[config.mk]
export PLATFORM = sky130hd
export DESIGN_NAME = irq_ctrl
export DESIGN_NICKNAME = d
export VERILOG_FILES = /design/src/design/irq_pkg.sv /design/src/design/irq_arbiter.sv /design/src/design/irq_csr.sv /design/src/design/irq_ctrl.sv /design/src/design/irq_wfi_tracker.sv
export SDC_FILE = /design/constraint.sdc
export NUM_CORES = 1
export LEC_CHECK = 0
export ABC_AREA = 1
export CAP_MARGIN = 40
export CORE_UTILIZATION = 30
export CTS_BUF_LIST = sky130_fd_sc_hd__clkbuf_8
export DETAILED_ROUTE_END_ITERATION = 10
export DONT_BUFFER_PORTS = 1
export PLACE_DENSITY = 0.5
export SYNTH_ARGS = -nofsm -noshare
export SYNTH_HDL_FRONTEND = slang
export SYNTH_SLANG_ARGS = --single-unit
[constraint.sdc]
create_clock -name clk_i -period 1.3 [get_ports clk_i]
set_input_delay 0.065 -clock clk_i [delete_from_list [all_inputs] [get_ports clk_i]]
set_output_delay 0.065 -clock clk_i [all_outputs]
set_load 0.01 [all_outputs]
[src/design/irq_pkg.sv]
// Interrupt unit package
// Architectural sizes, CSR encodings and the structs shared by the
// machine-mode interrupt blocks
package irq_pkg;

  // --------------------
  // Sizes and constants
  // --------------------

  // Number of interrupt lines into the core
  localparam int unsigned NUM_IRQ = 32;

  // Implemented lines: software 3, timer 7, external 11, fast 16 to 31
  localparam logic [NUM_IRQ-1:0] IRQ_VALID_MASK = 32'hffff_0888;

  // Encoding of the WFI instruction
  localparam logic [31:0] WFI_INSTR = 32'h1050_0073;

  // Bit positions inside mstatus
  localparam int unsigned MSTATUS_MIE_BIT  = 3;
  localparam int unsigned MSTATUS_MPIE_BIT = 7;

  // --------------------
  // Vector types
  // --------------------
  typedef logic [NUM_IRQ-1:0] irq_vec_t;
  typedef logic [4:0]         irq_id_t;
  typedef logic [31:0]        word_t;
  typedef logic [1:0]         mtvec_mode_t;

  // Writable CSRs, encoded by their machine-mode address
  typedef enum logic [11:0] {
    CSR_MSTATUS = 12'h300,
    CSR_MIE     = 12'h304,
    CSR_MTVEC   = 12'h305
  } csr_addr_e;

  // --------------------
  // Structs
  // --------------------

  // One CSR write strobe with its address and data
  typedef struct packed {
    logic      we;
    csr_addr_e addr;
    word_t     data;
  } csr_wr_t;

  // Arbiter result
  typedef struct packed {
    logic    valid;
    irq_id_t id;
  } irq_sel_t;

  // Architectural state as seen from outside
  // mcause is the interrupt flag above the ID
  typedef struct packed {
    irq_vec_t    mip;
    irq_vec_t    mie;
    logic        mstatus_mie;
    logic        mstatus_mpie;
    mtvec_mode_t mtvec_mode;
    logic [5:0]  mcause;
  } csr_state_t;

endpackage

[src/design/irq_arbiter.sv]
// Interrupt arbiter
// Fixed priority pick of the pending enabled interrupt, registered
`timescale 1ns/10ps

module irq_arbiter (
  input  logic              clk_i,
  input  logic              rst_ni,
  input  irq_pkg::irq_vec_t pend_en_i,
  output irq_pkg::irq_sel_t sel_o
);

  import irq_pkg::*;

  // Combinational winner
  irq_sel_t sel_d;
  // Registered winner
  irq_sel_t sel_q;

  // --------------------
  // Priority encoder
  // --------------------
  // Order is 31 down to 16, then 11, then 3, then 7
  // Lowest priority is checked first and overwritten by higher ones
  always_comb begin
    sel_d.valid = 1'b0;
    sel_d.id    = '0;

    // Timer interrupt, lowest
    if (pend_en_i[7]) begin
      sel_d.valid = 1'b1;
      sel_d.id    = irq_id_t'(7);
    end

    // Software interrupt
    if (pend_en_i[3]) begin
      sel_d.valid = 1'b1;
      sel_d.id    = irq_id_t'(3);
    end

    // External interrupt
    if (pend_en_i[11]) begin
      sel_d.valid = 1'b1;
      sel_d.id    = irq_id_t'(11);
    end

    // Fast interrupts, higher index wins
    for (int unsigned i = 16; i < NUM_IRQ; i++) begin
      if (pend_en_i[i]) begin
        sel_d.valid = 1'b1;
        sel_d.id    = irq_id_t'(i);
      end
    end
  end

  // --------------------
  // Output register
  // --------------------
  // One cycle behind mip and mie
  always_ff @(posedge clk_i or negedge rst_ni) begin
    if (!rst_ni) begin
      sel_q <= '0;
    end else begin
      sel_q <= sel_d;
    end
  end

  assign sel_o = sel_q;

endmodule

[src/design/irq_csr.sv]
// Interrupt CSR block
// Samples the interrupt lines into mip, holds mie, mstatus and mtvec,
// and performs trap entry with the ack pulse and the mret restore
`timescale 1ns/10ps

module irq_csr (
  input  logic                clk_i,
  input  logic                rst_ni,
  input  irq_pkg::irq_vec_t   irq_i,
  input  irq_pkg::csr_wr_t    csr_wr_i,
  input  logic                mret_i,
  input  irq_pkg::irq_sel_t   sel_i,
  output irq_pkg::irq_vec_t   pend_en_o,
  output irq_pkg::csr_state_t csr_o,
  output logic                irq_ack_o,
  output irq_pkg::irq_id_t    irq_id_o
);

  import irq_pkg::*;

  // Register state
  irq_vec_t    mip_q;
  irq_vec_t    mie_q;
  logic        mstatus_mie_q;
  logic        mstatus_mpie_q;
  mtvec_mode_t mtvec_mode_q;
  logic [5:0]  mcause_q;
  logic        irq_ack_q;
  irq_id_t     irq_id_q;

  // Decoded write strobes
  logic wr_mstatus;
  logic wr_mie;
  logic wr_mtvec;

  // Interrupt taken this cycle
  logic take_irq;

  // --------------------
  // Write decode
  // --------------------
  assign wr_mstatus = csr_wr_i.we && (csr_wr_i.addr == CSR_MSTATUS);
  assign wr_mie     = csr_wr_i.we && (csr_wr_i.addr == CSR_MIE);
  assign wr_mtvec   = csr_wr_i.we && (csr_wr_i.addr == CSR_MTVEC);

  // Winner from the arbiter is taken only with global enable set
  assign take_irq = sel_i.valid && mstatus_mie_q;

  // --------------------
  // mip and mie
  // --------------------
  always_ff @(posedge clk_i or negedge rst_ni) begin
    if (!rst_ni) begin
      mip_q <= '0;
      mie_q <= '0;
    end else begin
      // Reserved lines never show up as pending
      mip_q <= irq_i & IRQ_VALID_MASK;
      // Reserved enable bits read as zero
      if (wr_mie) begin
        mie_q <= csr_wr_i.data & IRQ_VALID_MASK;
      end
    end
  end

  // Local enable applied to pending, feeds arbiter and WFI wakeup
  assign pend_en_o = mip_q & mie_q;

  // --------------------
  // mstatus
  // --------------------
  // Software write first, then trap entry, then mret
  always_ff @(posedge clk_i or negedge rst_ni) begin
    if (!rst_ni) begin
      mstatus_mie_q  <= 1'b0;
      mstatus_mpie_q <= 1'b0;
    end else if (wr_mstatus) begin
      mstatus_mie_q  <= csr_wr_i.data[MSTATUS_MIE_BIT];
      mstatus_mpie_q <= csr_wr_i.data[MSTATUS_MPIE_BIT];
    end else if (take_irq) begin
      // Save global enable and mask further interrupts
      mstatus_mpie_q <= mstatus_mie_q;
      mstatus_mie_q  <= 1'b0;
    end else if (mret_i) begin
      mstatus_mie_q  <= mstatus_mpie_q;
      mstatus_mpie_q <= 1'b1;
    end
  end

  // --------------------
  // mtvec mode, stored and read back only
  // --------------------
  always_ff @(posedge clk_i or negedge rst_ni) begin
    if (!rst_ni) begin
      mtvec_mode_q <= '0;
    end else if (wr_mtvec) begin
      mtvec_mode_q <= csr_wr_i.data[1:0];
    end
  end

  // --------------------
  // Trap entry, mcause and ack
  // --------------------
  always_ff @(posedge clk_i or negedge rst_ni) begin
    if (!rst_ni) begin
      mcause_q  <= '0;
      irq_ack_q <= 1'b0;
      irq_id_q  <= '0;
    end else begin
      // MIE drops on the same edge, so this is a single cycle pulse
      irq_ack_q <= take_irq;
      if (take_irq) begin
        mcause_q <= {1'b1, sel_i.id};
        // ID holds until the next ack
        irq_id_q <= sel_i.id;
      end
    end
  end

  assign irq_ack_o = irq_ack_q;
  assign irq_id_o  = irq_id_q;

  // Architectural view
  always_comb begin
    csr_o.mip          = mip_q;
    csr_o.mie          = mie_q;
    csr_o.mstatus_mie  = mstatus_mie_q;
    csr_o.mstatus_mpie = mstatus_mpie_q;
    csr_o.mtvec_mode   = mtvec_mode_q;
    csr_o.mcause       = mcause_q;
  end

endmodule

[src/design/irq_ctrl.sv]
// Machine-mode interrupt unit, top level
// Connects the CSR block, the priority arbiter and the WFI tracker
`timescale 1ns/10ps

module irq_ctrl (
  input  logic                clk_i,
  input  logic                rst_ni,

  // Interrupt lines
  input  irq_pkg::irq_vec_t   irq_i,

  // CSR write port and trap return
  input  irq_pkg::csr_wr_t    csr_wr_i,
  input  logic                mret_i,

  // Decode stage instruction
  input  logic                instr_valid_i,
  input  irq_pkg::word_t      instr_rdata_i,
  input  logic                branch_taken_i,

  // Debug request, wakes from WFI
  input  logic                debug_req_i,

  // Architectural state and interrupt handshake
  output irq_pkg::csr_state_t csr_o,
  output logic                irq_ack_o,
  output irq_pkg::irq_id_t    irq_id_o,

  // Sleep status
  output logic                core_sleep_o
);

  import irq_pkg::*;

  // Pending and enabled interrupts
  irq_vec_t pend_en;
  // Registered arbiter winner
  irq_sel_t sel;

  // --------------------
  // CSRs and trap entry
  // --------------------
  irq_csr irq_csr_i (
    .clk_i     (clk_i),
    .rst_ni    (rst_ni),
    .irq_i     (irq_i),
    .csr_wr_i  (csr_wr_i),
    .mret_i    (mret_i),
    .sel_i     (sel),
    .pend_en_o (pend_en),
    .csr_o     (csr_o),
    .irq_ack_o (irq_ack_o),
    .irq_id_o  (irq_id_o)
  );

  // --------------------
  // Arbitration
  // --------------------
  irq_arbiter irq_arbiter_i (
    .clk_i     (clk_i),
    .rst_ni    (rst_ni),
    .pend_en_i (pend_en),
    .sel_o     (sel)
  );

  // --------------------
  // WFI sleep
  // --------------------
  irq_wfi_tracker irq_wfi_tracker_i (
    .clk_i          (clk_i),
    .rst_ni         (rst_ni),
    .instr_valid_i  (instr_valid_i),
    .instr_rdata_i  (instr_rdata_i),
    .branch_taken_i (branch_taken_i),
    .pend_en_i      (pend_en),
    .debug_req_i    (debug_req_i),
    .core_sleep_o   (core_sleep_o)
  );

endmodule

[src/design/irq_wfi_tracker.sv]
// WFI tracker
// Decodes WFI in the decode stage and holds the core asleep until
// an enabled interrupt is pending or debug is requested
`timescale 1ns/10ps

module irq_wfi_tracker (
  input  logic              clk_i,
  input  logic              rst_ni,
  input  logic              instr_valid_i,
  input  irq_pkg::word_t    instr_rdata_i,
  input  logic              branch_taken_i,
  input  irq_pkg::irq_vec_t pend_en_i,
  input  logic              debug_req_i,
  output logic              core_sleep_o
);

  import irq_pkg::*;

  typedef enum logic {
    RUNNING,
    SLEEPING
  } wfi_state_e;

  wfi_state_e state_q;
  wfi_state_e state_d;

  // Accepted WFI in decode
  logic wfi_accept;
  // Wakeup request
  logic wake;

  // --------------------
  // Decode
  // --------------------
  // A taken branch flushes the WFI in decode
  assign wfi_accept = instr_valid_i && (instr_rdata_i == WFI_INSTR) && !branch_taken_i;

  // Global MIE plays no part in wakeup
  assign wake = (|pend_en_i) || debug_req_i;

  // --------------------
  // Sleep FSM
  // --------------------
  always_comb begin
    state_d = state_q;
    // WFI wins over a wakeup in the same cycle
    if (wfi_accept) begin
      state_d = SLEEPING;
    end else if ((state_q == SLEEPING) && wake) begin
      state_d = RUNNING;
    end
  end

  always_ff @(posedge clk_i or negedge rst_ni) begin
    if (!rst_ni) begin
      state_q <= RUNNING;
    end else begin
      state_q <= state_d;
    end
  end

  assign core_sleep_o = (state_q == SLEEPING);

endmodule

# [Word-level counts from Yosys, hierarchy flattened]
# Index checks and enable logic that the tools add are counted.
[word_totals] register_bits=61 in_bits=115 output_inout_bits=81 word_cells=55
[classes] n_eq_ne=4 mux=27 bitwise_logic=1 n_reduce_logical=12
[ops] op="$mux 6" n=19
[ops] op="$eq 12x10->1 const B" n=3
[ops] op="$and 32x32->32" n=1
[ops] op="$eq 32x29->1 const B" n=1
[ops] op="$reduce_or 32->1" n=1
[ops] op="$mux 1" n=8
[ops] op="$logic_and 1x1->1" n=7
[ops] op="$reduce_bool 3->1" n=1
[ops] op="$reduce_bool 2->1" n=1
[ops] op="$logic_not 1->1" n=1
[ops] op="$logic_or 1x1->1" n=1

# [Depth between registers and ports, before layout]
[logic_depth] depth_word=20 depth_mapped=18

# [Hierarchy]
# From an unflattened synthesis, not the netlist that was laid out.
[hier_totals] hier_cells=397 area_unflattened_um2=3051.7
[by_module_without_submodules] mod="irq_csr" instances=1 cells_each=252 area_each_um2=2297.2
[by_module_without_submodules] mod="irq_arbiter" instances=1 cells_each=67 area_each_um2=412.9
[by_module_without_submodules] mod="irq_wfi_tracker" instances=1 cells_each=78 area_each_um2=341.6

# [Worst setup path before layout]
# Ideal clock, no wire load.
[synth_timing] path_kind="register to register" start="reg irq_csr_i.mie_q[11]" end="reg irq_arbiter_i.sel_q (netlist bit irq_arbiter_i.sel_o[0])" setup_time_ns=0.117 arrival_time_ns=1.285 path_slack_ns=-0.102 path_stages_with_launch=19 synth_period_minus_slack_ns=1.402 cell_sequence="dfrtp_1 > nand2_1 > nand3_1 > nand2_1 > nand2_1 > nand2_1 > nand2_1 > nand2_1 > nand2_1 > nand2_1 > nand2_1 > nand2_1 > nand2_1 > nand2_1 > nand2_1 > nand2_1 > nand2_1 > nand2_1 > nand2_1"
[synth_rtl] item="from (decl)" line="irq_csr.sv:23" rtl="irq_vec_t mie_q;"
[synth_rtl] item="from (signal assigned)" line="irq_csr.sv:61" rtl="mie_q <= csr_wr_i.data & IRQ_VALID_MASK;"
[synth_rtl] item="to (signal assigned)" line="irq_arbiter.sv:63" rtl="sel_q <= sel_d;"
[synth_rtl] item="to (decl)" line="irq_arbiter.sv:17" rtl="irq_sel_t sel_q;"

==> summary.md <==
| Metric | Value |
|---|---|
| Avg Cell Area, Syn | 10.3 µm² |
| Core Area | between 8000 and 9000 µm² |
| Crit path kind | register to register |
| First-pass GRT wire length | 9690 µm |
| Clock latency on the worst-skew pair | ~300 ps |
| Max Clock Freq | 0.693 GHz |
| Chip height | 94.8 µm |
| Max Root-Sink Buffers | 2 |
| Die ar. | around 9000 µm² |
| Status | finished, violations left |
| Clock power frac | 0.308 |
| CTS tree | yes |
| DP HPWL | roughly 4500 µm |
| Tot Pwr | between 3 and 4 mW |
| Synthesis-to-finish area growth | 43.4% |
| VDD IR max | 0.000513 V |
| Flop pwr share | 0.586 |
| Gate Count Post-Synth | between 200 and 300 |
| # port buffers | 0 |
| Vias in the first global route | between 2000 and 2500 |
| Sw Ratio | 0.231 |
| # clock sinks | 56 |
| Clock root buffer | clkbuf_8 |
| NetSw | roughly 0.73 mW |
| Leak | between 1.5 and 2 nW |
| Most frequent cells in the layout | buf_4, nand2_1, dfrtp_1, dlygate4sd3_1, conb_1 |
| Type of origin of the critical path | register |
| Crit path max fanout | 2 |
| Final wirelength | around 6200 µm |
| Post-synthesis sequential area ratio | 0.542 |
| Final Cell Area | around 3700 µm² |
| H-tree levels | 2 |
| Reg clk slew, reported paths | around 100 ps |
| Crit. Startpoint | irq_csr_i.mip_q[7] |
| Slew Limit Fails | 0 |
| Num CTS Buffers | 5 |
| Vias | 2085 |
| Reg-to-Reg Start | irq_csr_i.mip_q[7] |
| DRT Pass-1 Iters | 4 |
| Post-DP Area | 3040 µm² |
| Fin nets | around 480 |
| Via density | ~4.4 |
| Period utilization | 1.11 |
| Tmin final | roughly 1400 ps |
| Initial antenna violation count | 0 |
| Min Hold Slack | -558 ps |
| WP data required | between 1500 and 2000 ps |
| R2R Setup Slk | -140 ps |
| Post-route ant nets | 0 |
| Routability cong. | between 0.6 and 0.7 |
| Part of the power in combinational logic | 0.106 |
| Hold buffer count at cts | 48 |
| Final setup margin | -144 ps |
| Mapped Area | ~2600 µm² |
| Initial Utilization | 0.313 |
| Max-Cap Viols | 0 |
| Crit path DAT | 1650 ps |
| Largest net degree at the start of global routing | 57 |
| # IOs | ~200 |
| Initial drt markers | 50 |
| Hold Path Class | input pin to asynchronous set/reset pin |
| Wirelength per Cell | 13.1 µm |
| Commonest non-fill, non-tap cell in the layout | buf_4 |
| Grt ovf | 0 |
| Antenna diode count | 0 |
| Power Internal | 2.43 mW |
| Synth Register Bits | between 50 and 60 |
| Worst r2r path cells | 18 |
| Number of distinct library cells after synthesis | 26 |
| Syn. warnings | 0 |
| Clock skew | roughly 4.4 ps |
| RSZ-0062 raised after global routing | true |
| Failing checks | hold timing, setup timing |
| Die width | between 90 and 100 µm |
| PD cells | approximately 850 nW/µm² |
| Element type at the critical path end | register |
| Final hold viol count | 56 |
| Setup Viol. Count Final | 2 |
| Share of layout cells above drive strength 1 | 0.320 |
| Total track usage | 0.142 |
| Site row count | 33 |
| Setup tns final | -262 ps |
| DRC | 0 |
| FF-to-FF End | irq_arbiter_i.sel_o[0] |
## layout make-up
cell class | count | area [µm²]
clock buffers | 6 | 82.6
flip-flops and latches | 56 | 1400
fillers | 788 | 4550
clock inverters | 2 | 11.3
multi-input cells | 169 | 986
well taps | 105 | 131
repair buffers | 120 | 1030
inverters | 16 | 60.1
## metal layers
layer / global-route usage / up-vias / routed length (µm) / part of all wire
li1: - / 989 / - / -
met1: 0.146 / 966 / 2200 / 0.35
met2: 0.271 / 124 / 3350 / 0.54
met3: 0.0515 / 6 / 600 / 0.097
met4: 0.0341 / 0 / 58 / 0.0093
met5: 0 / - / 0 / 0
## power groups by stage
stage	Sequential [mW]	Clock [mW]	Combinational, mW
3_3_place_gp	1.88	0	0.206
3_5_place_dp	1.89	0	0.208
6_report	1.85	0.971	0.334
5_1_grt	1.86	1.07	0.370
4_1_cts	1.85	0.996	0.325
2_1_floorplan	1.89	0	0.168
## synth_stat cells
library cell | n | share of area
nor2_1 | 10 | 0.015
nand2_1 | 70 | 0.10
or3_1 | 1 | 0.0024
inv_1 | 15 | 0.022
o21bai_1 | 1 | 0.0029
conb_1 | 1 | 0.0015
a21oi_1 | 5 | 0.0097
o31ai_1 | 1 | 0.0029
mux2_4 | 18 | 0.10
nor4_2 | 1 | 0.0048
nor2_2 | 1 | 0.0024
a31oi_1 | 1 | 0.0024
clkinv_1 | 1 | 0.0015
o21ai_0 | 3 | 0.0058
or2_2 | 2 | 0.0048
nand4_1 | 4 | 0.0097
nand3_1 | 9 | 0.017
or2_1 | 1 | 0.0024
nor3_1 | 3 | 0.0058
nand3_2 | 1 | 0.0039
buf_6 | 2 | 0.0087
dfrtp_1 | 56 | 0.54
nor4_1 | 8 | 0.019
buf_4 | 33 | 0.096
mux2_2 | 2 | 0.0087
and3_1 | 1 | 0.0024
## registers in the layout (all words and copies together) (netlist names)
name                            count
irq_wfi_tracker_i.core_sleep_o      1
irq_csr_i.mstatus_mpie_q            1
irq_csr_i.mtvec_mode_q              2
irq_csr_i.irq_id_o                  4
irq_csr_i.mstatus_mie_q             1
irq_arbiter_i.sel_o                 6
irq_csr_i.mip_q                    19
irq_csr_i.mcause_q                  2
irq_csr_i.irq_ack_o                 1
irq_csr_i.mie_q                    19
## critical path, cell delays in order, from the launching register on
cell	delay [ps]
dfrtp_1	400
nand2_2	90
nand3_2	90
nand2_2	70
nand2_1	50
nand2_1	50
nand2_1	40
nand2_1	50
nand2_1	40
nand2_1	50
nand2_1	50
nand2_1	50
nand2_1	40
nand2_1	50
nand2_1	40
nand2_1	50
nand2_1	40
nand2_1	50
nand2_1	40
## stage by stage
stage               worst slack (ps)   util  instances
global route                    -302  0.449        474
detailed placement              -171  0.368        411
finish                          -144  0.449        474
global placement                -151  0.368        411
floorplan                       -102      -        276
CTS                             -152  0.442        469
## logic make-up (layout without fill, tap and decap cells)
logic type / count (synthesis) / in the layout / share of synthesized area
compound gates: 11 / 11 / 0.0237
buf+inv: 51 / 144 / 0.128
flops: 56 / 56 / 0.542
mux: 20 / 20 / 0.113
other cells: 1 / 26 / 0.00145
simple gates: 112 / 112 / 0.192
## what timing repair did
action / in CTS / in global routing
setup buffers: 2 / 5
endpoints found under the setup margin: 4 / 4
gates resized for setup: 9 / 6
cloned: 0 / 0
pin swaps: 3 / 6
endpoints found under the hold margin: 99 / 56
## worst max-delay path by stage
stage               slack (ps)  cells past startpoint                     end
floorplan                 -100                     18  irq_arbiter_i.sel_o[0]
global placement          -150                     18  irq_arbiter_i.sel_o[0]
detailed placement        -170                     18  irq_arbiter_i.sel_o[0]
CTS                       -150                     18  irq_arbiter_i.sel_o[0]
global route              -300                     18  irq_arbiter_i.sel_o[0]
finish                    -140                     18  irq_arbiter_i.sel_o[0]
(Power assumes the default switching activity.)
